--- config.mk ---
export PLATFORM = sky130hd
export DESIGN_NAME = link_term_flat
export DESIGN_NICKNAME = d
export VERILOG_FILES = /design/src/logic/jacobian_pkg.sv /design/src/logic/link_term_if.sv /design/src/logic/link_term.sv /design/src/flat_wrapper.sv
export VERILOG_INCLUDE_DIRS = /design/src /design/src/include
export SDC_FILE = /design/constraint.sdc
export NUM_CORES = 1
export LEC_CHECK = 0
export BUFFER_PORTS_ARGS = -buffer_cell sky130_fd_sc_hd__buf_2
export CAP_MARGIN = 0
export CORE_UTILIZATION = 50
export DETAILED_ROUTE_END_ITERATION = 7
export PLACE_DENSITY = 0.68
export RECOVER_POWER = 25
export SYNTH_ARGS = -nofsm -noshare
export SYNTH_HDL_FRONTEND = slang
export SYNTH_SLANG_ARGS = --single-unit
--- constraint.sdc ---
create_clock -name clk -period 11.7 [get_ports clk]
set_input_delay 1.17 -clock clk [delete_from_list [all_inputs] [get_ports clk]]
set_output_delay 1.17 -clock clk [all_outputs]
set_load 0.03 [all_outputs]
--- src/include/sine_table.svh ---
/* Quarter-wave sine samples scaled by 127, for indices 0 to 64 of a 256-step turn.
   Included inside a module body; callers fold the angle onto the first quadrant. */
`ifndef SINE_TABLE_SVH
`define SINE_TABLE_SVH

// Returns round(127 * sin(2*pi*index/256)) for index 0 to 64.
function automatic jacobian_pkg::trig_t sine_quarter(input logic [6:0] index);
	jacobian_pkg::trig_t sample;
	case (index)
		7'd0: sample = 8'sd0;
		7'd1: sample = 8'sd3;
		7'd2: sample = 8'sd6;
		7'd3: sample = 8'sd9;
		7'd4: sample = 8'sd12;
		7'd5: sample = 8'sd16;
		7'd6: sample = 8'sd19;
		7'd7: sample = 8'sd22;
		7'd8: sample = 8'sd25;
		7'd9: sample = 8'sd28;
		7'd10: sample = 8'sd31;
		7'd11: sample = 8'sd34;
		7'd12: sample = 8'sd37;
		7'd13: sample = 8'sd40;
		7'd14: sample = 8'sd43;
		7'd15: sample = 8'sd46;
		7'd16: sample = 8'sd49; // 22.5 degrees.
		7'd17: sample = 8'sd51;
		7'd18: sample = 8'sd54;
		7'd19: sample = 8'sd57;
		7'd20: sample = 8'sd60;
		7'd21: sample = 8'sd63;
		7'd22: sample = 8'sd65;
		7'd23: sample = 8'sd68;
		7'd24: sample = 8'sd71;
		7'd25: sample = 8'sd73;
		7'd26: sample = 8'sd76;
		7'd27: sample = 8'sd78;
		7'd28: sample = 8'sd81;
		7'd29: sample = 8'sd83;
		7'd30: sample = 8'sd85;
		7'd31: sample = 8'sd88;
		7'd32: sample = 8'sd90; // 45 degrees.
		7'd33: sample = 8'sd92;
		7'd34: sample = 8'sd94;
		7'd35: sample = 8'sd96;
		7'd36: sample = 8'sd98;
		7'd37: sample = 8'sd100;
		7'd38: sample = 8'sd102;
		7'd39: sample = 8'sd104;
		7'd40: sample = 8'sd106;
		7'd41: sample = 8'sd107;
		7'd42: sample = 8'sd109;
		7'd43: sample = 8'sd111; // 110.501 before rounding.
		7'd44: sample = 8'sd112;
		7'd45: sample = 8'sd113;
		7'd46: sample = 8'sd115;
		7'd47: sample = 8'sd116;
		7'd48: sample = 8'sd117;
		7'd49: sample = 8'sd118;
		7'd50: sample = 8'sd120;
		7'd51: sample = 8'sd121;
		7'd52: sample = 8'sd122;
		7'd53: sample = 8'sd122;
		7'd54: sample = 8'sd123;
		7'd55: sample = 8'sd124;
		7'd56: sample = 8'sd125;
		7'd57: sample = 8'sd125;
		7'd58: sample = 8'sd126;
		7'd59: sample = 8'sd126;
		7'd60: sample = 8'sd126;
		7'd61: sample = 8'sd127;
		7'd62: sample = 8'sd127;
		7'd63: sample = 8'sd127;
		7'd64: sample = 8'sd127; // Quarter turn.
		default: sample = 8'sd0; // Folding never produces these indices.
	endcase
	return sample;
endfunction

`endif
--- src/logic/jacobian_pkg.sv ---
/* Widths and vector types shared by the planar arm Jacobian datapath.
   Referenced by scoped names from every design file. */
package jacobian_pkg;

	// An angle of 2**ANGLE_W steps makes one full turn.
	localparam int ANGLE_W = 8;
	localparam int LENGTH_W = 8;
	localparam int TRIG_W = 8;
	localparam int TERM_W = 16;
	localparam int JAC_W = 20; // Room for the sum of 16 terms.

	// Absolute or relative angle; arithmetic wraps at a full turn.
	typedef logic [ANGLE_W-1:0] angle_t;

	// Unsigned link length.
	typedef logic [LENGTH_W-1:0] length_t;

	// Sine or cosine sample scaled by 127.
	typedef logic signed [TRIG_W-1:0] trig_t;

	// Length times a trig sample.
	typedef logic signed [TERM_W-1:0] term_t;

	// One Jacobian entry.
	typedef logic signed [JAC_W-1:0] jac_t;

endpackage

--- src/logic/link_term_if.sv ---
/* Per-link bundle: the feeder hands each link_term its angle and length,
   and the link_term hands its x and y contributions on to the assembler. */
`timescale 1ns/1ns

interface link_term_if;

	logic valid; // Qualifies angle and length for one cycle.
	jacobian_pkg::angle_t angle; // Absolute link angle.
	jacobian_pkg::length_t length;

	logic term_valid; // Qualifies both terms for one cycle.
	jacobian_pkg::term_t x_term;
	jacobian_pkg::term_t y_term;

	// Angle accumulator side.
	modport feed (output valid, output angle, output length);

	// The link_term itself.
	modport unit (
		input valid,
		input angle,
		input length,
		output term_valid,
		output x_term,
		output y_term
	);

	// Jacobian assembler side.
	modport drain (input term_valid, input x_term, input y_term);

endinterface

--- src/logic/link_term.sv ---
/* Two-stage link contribution: a registered sine and cosine lookup, then a
   registered multiply by the link length. One instance per link. */
`timescale 1ns/1ns

module link_term (
	input logic clk,
	input logic rst_n,
	link_term_if.unit link
);

	`include "sine_table.svh"

	jacobian_pkg::angle_t cos_angle; // Cosine is the sine a quarter turn ahead.
	logic lookup_valid;
	jacobian_pkg::trig_t sin_r;
	jacobian_pkg::trig_t cos_r;
	jacobian_pkg::length_t length_r;

	// Maps any angle onto the quarter table and restores the sign of the half turn.
	function automatic jacobian_pkg::trig_t fold_sine(input jacobian_pkg::angle_t a);
		logic [6:0] index;
		jacobian_pkg::trig_t mag;
		index = a[6] ? 7'd64 - {1'b0, a[5:0]} : {1'b0, a[5:0]};
		mag = sine_quarter(index);
		return a[7] ? -mag : mag;
	endfunction

	// Signed product of an unsigned length and a trig sample.
	function automatic jacobian_pkg::term_t scale(
		input jacobian_pkg::length_t len,
		input jacobian_pkg::trig_t s
	);
		jacobian_pkg::term_t wide_len;
		jacobian_pkg::term_t wide_s;
		wide_len = jacobian_pkg::term_t'({1'b0, len});
		wide_s = jacobian_pkg::term_t'(s);
		return wide_len * wide_s; // At most 255 * 127, so 16 bits hold it.
	endfunction

	assign cos_angle = link.angle + jacobian_pkg::angle_t'(64);

	always_ff @(posedge clk) begin
		if (!rst_n) begin
			lookup_valid <= 1'b0;
			sin_r <= '0;
			cos_r <= '0;
			length_r <= '0;
			link.term_valid <= 1'b0;
			link.x_term <= '0;
			link.y_term <= '0;
		end else begin
			lookup_valid <= link.valid; // Table lookup stage.
			sin_r <= fold_sine(link.angle);
			cos_r <= fold_sine(cos_angle);
			length_r <= link.length;
			link.term_valid <= lookup_valid; // Multiply stage.
			link.x_term <= scale(length_r, cos_r);
			link.y_term <= scale(length_r, sin_r);
		end
	end

endmodule

--- src/flat_wrapper.sv ---
// flat-port wrapper written by rule: the top's interface ports become plain ports
module link_term_flat 
  (clk, rst_n, link_valid, link_angle, link_length, link_term_valid, link_x_term, link_y_term);
  link_term_if link_i ();
  input logic clk;
  input logic rst_n;
  input wire logic [$bits(link_i.valid)-1:0] link_valid;
  input wire logic [$bits(link_i.angle)-1:0] link_angle;
  input wire logic [$bits(link_i.length)-1:0] link_length;
  output wire logic [$bits(link_i.term_valid)-1:0] link_term_valid;
  output wire logic [$bits(link_i.x_term)-1:0] link_x_term;
  output wire logic [$bits(link_i.y_term)-1:0] link_y_term;
  assign link_i.valid = link_valid;
  assign link_i.angle = link_angle;
  assign link_i.length = link_length;
  assign link_term_valid = link_i.term_valid;
  assign link_x_term = link_i.x_term;
  assign link_y_term = link_i.y_term;
  link_term u_core (.clk(clk), .rst_n(rst_n), .link(link_i));
endmodule
==> results.json <==
{
  "status": "finished with violations",
  "failed_checks": "capacitance limit, slew limit",
  "tightest_slew_ns": 1.652,
  "power_uw": 1066,
  "grt_max_degree": 42,
  "powerDensity_nw_per_um2": 122.7,
  "io_pins": 52,
  "grt_pass1_vias": 6542,
  "drc_errors": 0,
  "finalCriticalPeriod_ns": 5.275,
  "rrSetupSlack_ns": 6.71,
  "fp.coreArea_um2": 15430,
  "crit_fanout": 23,
  "area_growth_pct": 8.095,
  "setup_viol": 0,
  "synth_edf_count": 0,
  "drt_iter0_drc": 315,
  "start_util_pct": 52.10,
  "timing.hold.ws_ns": 0.4367,
  "gp_congestion": 0.8877,
  "overflow": 0,
  "dr_total_vias": 6733,
  "fmax_ghz": 0.1896,
  "clock_path_buffers": 2,
  "root_buffer": "clkbuf_16",
  "viasPerCell": 5.592,
  "crit_arrival_ns": 5.47,
  "synth_fp_nets": 1156,
  "cts_sinks": 58,
  "final_hold_viol_count": 0,
  "clock_latency_ns": 0.33,
  "ys_ff_latch": 58,
  "endpoint_kind": "register",
  "layout-drive-gt1-share_pct": 8.157,
  "die_w_um": 128.8,
  "critPathLaunch": "link_angle[0]",
  "syn-cell-area_um2": 8038,
  "yosysWarnings": 0,
  "async_flop_share_pct": 0,
  "holdBufCountCts": 0,
  "drt_first_pass_iters": 5,
  "nets": 1176,
  "dpl.hpwl_um": 13520,
  "r2r_start": "u_core.length_r[4]",
  "cts_buffers": 9,
  "startpoint_type": "primary input",
  "slew-limit-headroom_pct": -10.14,
  "maxSlewViolCount": 39,
  "dpl-instance-area_um2": 8379,
  "rows": 45,
  "antenna_found_initial": 0,
  "rsz0062_at_grt": "no",
  "post_cts_buffers": 0,
  "leakagePower_uw": 0.004170,
  "cts_max_level": 3,
  "synth.avg_cell_area_um2": 8.303,
  "design_area_um2": 8688,
  "hold_depth": 1,
  "fin_tns_setup_ns": 0,
  "die-height_um": 128.8,
  "criticalPathCategory": "in2reg",
  "finalCritPeriodShare_pct": 45.08,
  "wl_um": 17890,
  "yosysSeqAreaShare_pct": 14.45,
  "grt_pass1_wl_um": 31070,
  "die_area_um2": 16590,
  "syn_inst": 968,
  "drv_cap": 1,
  "final.setup_skew_ns": 0.004301,
  "hold_path_class": "reg2reg",
  "grt_usage_pct": 23.31,
  "ant_nets": 0,
  "cts.repair.resized": 0,
  "r2r_cells": 15,
  "worst_ep_required_time_ns": 11.89,
  "insertedDiodeCount": 0,
  "vdd_drop_max_mv": 0.06244,
  "io_buffers": 51,
  "synth_ff_type": "dfxtp_1",
  "clkTransAtPathRegs_ns": 0.05,
  "endpoint": "u_core.sin_r[4]",
  "synth_cell_types": 74,
  "cts_tree": "done",
  "avgRoutedWirePerCell_um": 14.86,
  "worstReg2RegEnd": "u_core.link.y_term[15]"
}
## registers in the layout, indices dropped and copies added, names as in the netlist
signal and flops:
u_core.link.y_term 16, u_core.length_r 8, u_core.lookup_valid 1, u_core.link.term_valid 1, u_core.link.x_term 16, u_core.sin_r 8
u_core.cos_r 8
## power by group
group	leakage, uW	internal (uW)	switching (uW)
Sequential	0.000480	236	32.8
Combinational	0.00353	203	312
Clock	0.000162	190	92.8
Total	0.00417	629	437
## critical path: stages
cell	delay, ns
buf_2	0.33
inv_1	0.26
ha_1	0.50
nand2b_1	0.29
xnor2_1	0.87
nor2_1	0.15
a221oi_1	0.34
o221ai_1	0.15
and3_1	0.29
nor2_1	0.18
ha_1	0.19
inv_1	0.06
o41ai_1	0.42
xor2_1	0.19
nor2_1	0.06
## metrics by stage
stage	instances	util (%)	setup slack, ns
2_1_floorplan	968	-	7.170
3_3_place_gp	1188	54.31	6.334
3_5_place_dp	1188	54.31	6.175
4_1_cts	1204	56.38	6.527
5_1_grt	1204	56.32	6.050
6_report	1204	56.32	6.425
## layout make-up
| class | instances | area (um2) |
|---|---|---|
| Clock buffer | 10 | 239.0 |
| Sequential cell | 58 | 1161 |
| Multi-Input combinational cell | 748 | 6241 |
| Fill cell | 1435 | 6739 |
| Inverter | 118 | 442.9 |
| Clock inverter | 6 | 80.08 |
| Tap cell | 211 | 264.0 |
| Timing Repair Buffer | 53 | 260.3 |
## worst min-delay path by stage
stage | endpoint | slack, ns | startpoint
floorplan | u_core.link.term_valid | 0.41 | u_core.lookup_valid
global placement | u_core.link.term_valid | 0.41 | u_core.lookup_valid
detailed placement | u_core.link.term_valid | 0.42 | u_core.lookup_valid
CTS | u_core.link.term_valid | 0.44 | u_core.lookup_valid
global route | u_core.link.term_valid | 0.47 | u_core.lookup_valid
finish | u_core.link.term_valid | 0.44 | u_core.lookup_valid
## cell usage after synthesis (all sizes together), types with 7 or more instances
library cell / number / area, um2
o211ai: 14 / 105.1
dfxtp: 58 / 1161
nor2b: 13 / 81.33
a21oi: 37 / 185.2
fa: 74 / 1481
buf: 16 / 87.58
nand2: 69 / 259.0
xnor2: 13 / 113.9
nand2b: 21 / 131.4
nand3: 15 / 75.07
and2: 101 / 631.9
nor3: 26 / 130.1
mux2i: 9 / 90.09
o21ai: 45 / 240.2
a31oi: 7 / 43.79
and3: 7 / 43.79
a21o: 14 / 105.1
ha: 95 / 1189
clkbuf: 28 / 105.1
inv: 117 / 439.2
nor2: 58 / 217.7
xor2: 16 / 158.9
a211oi: 11 / 82.58
## cell usage in the layout, fill, tap and decap left out, types with 14 or more instances in the layout
| cell | instances |
|---|---|
| ha_1 | 95 |
| o211ai_1 | 14 |
| buf_2 | 43 |
| fa_1 | 74 |
| nand3_1 | 15 |
| nand2_1 | 69 |
| inv_1 | 117 |
| xor2_1 | 15 |
| nor3_1 | 26 |
| a21oi_1 | 37 |
| and2_1 | 94 |
| nor2_1 | 58 |
| a21o_1 | 14 |
| nand2b_1 | 21 |
| dfxtp_1 | 58 |
| o21ai_0 | 43 |
## kinds of logic after synthesis
group	after synthesis	share of synthesized area, %
adders and majority gates	169	33.22
DFF	58	14.45
and+or+nand+nor	344	22.81
buffers and inverters	162	7.908
AOI/OAI and AO/OA	195	16.83
xor gates and xnor gates	29	3.394
muxes	11	1.401
## metal layers
metal | track usage, % | vias to the layer above | share of wire (%)
met4 | 7.266 | 0 | 1.3
met3 | 2.162 | 18 | 4.2
met1 | 29.84 | 3223 | 45
met2 | 41.40 | 168 | 50
li1 | - | 3324 | -
met5 | 0 | - | 0
(Power assumes the default switching activity.)
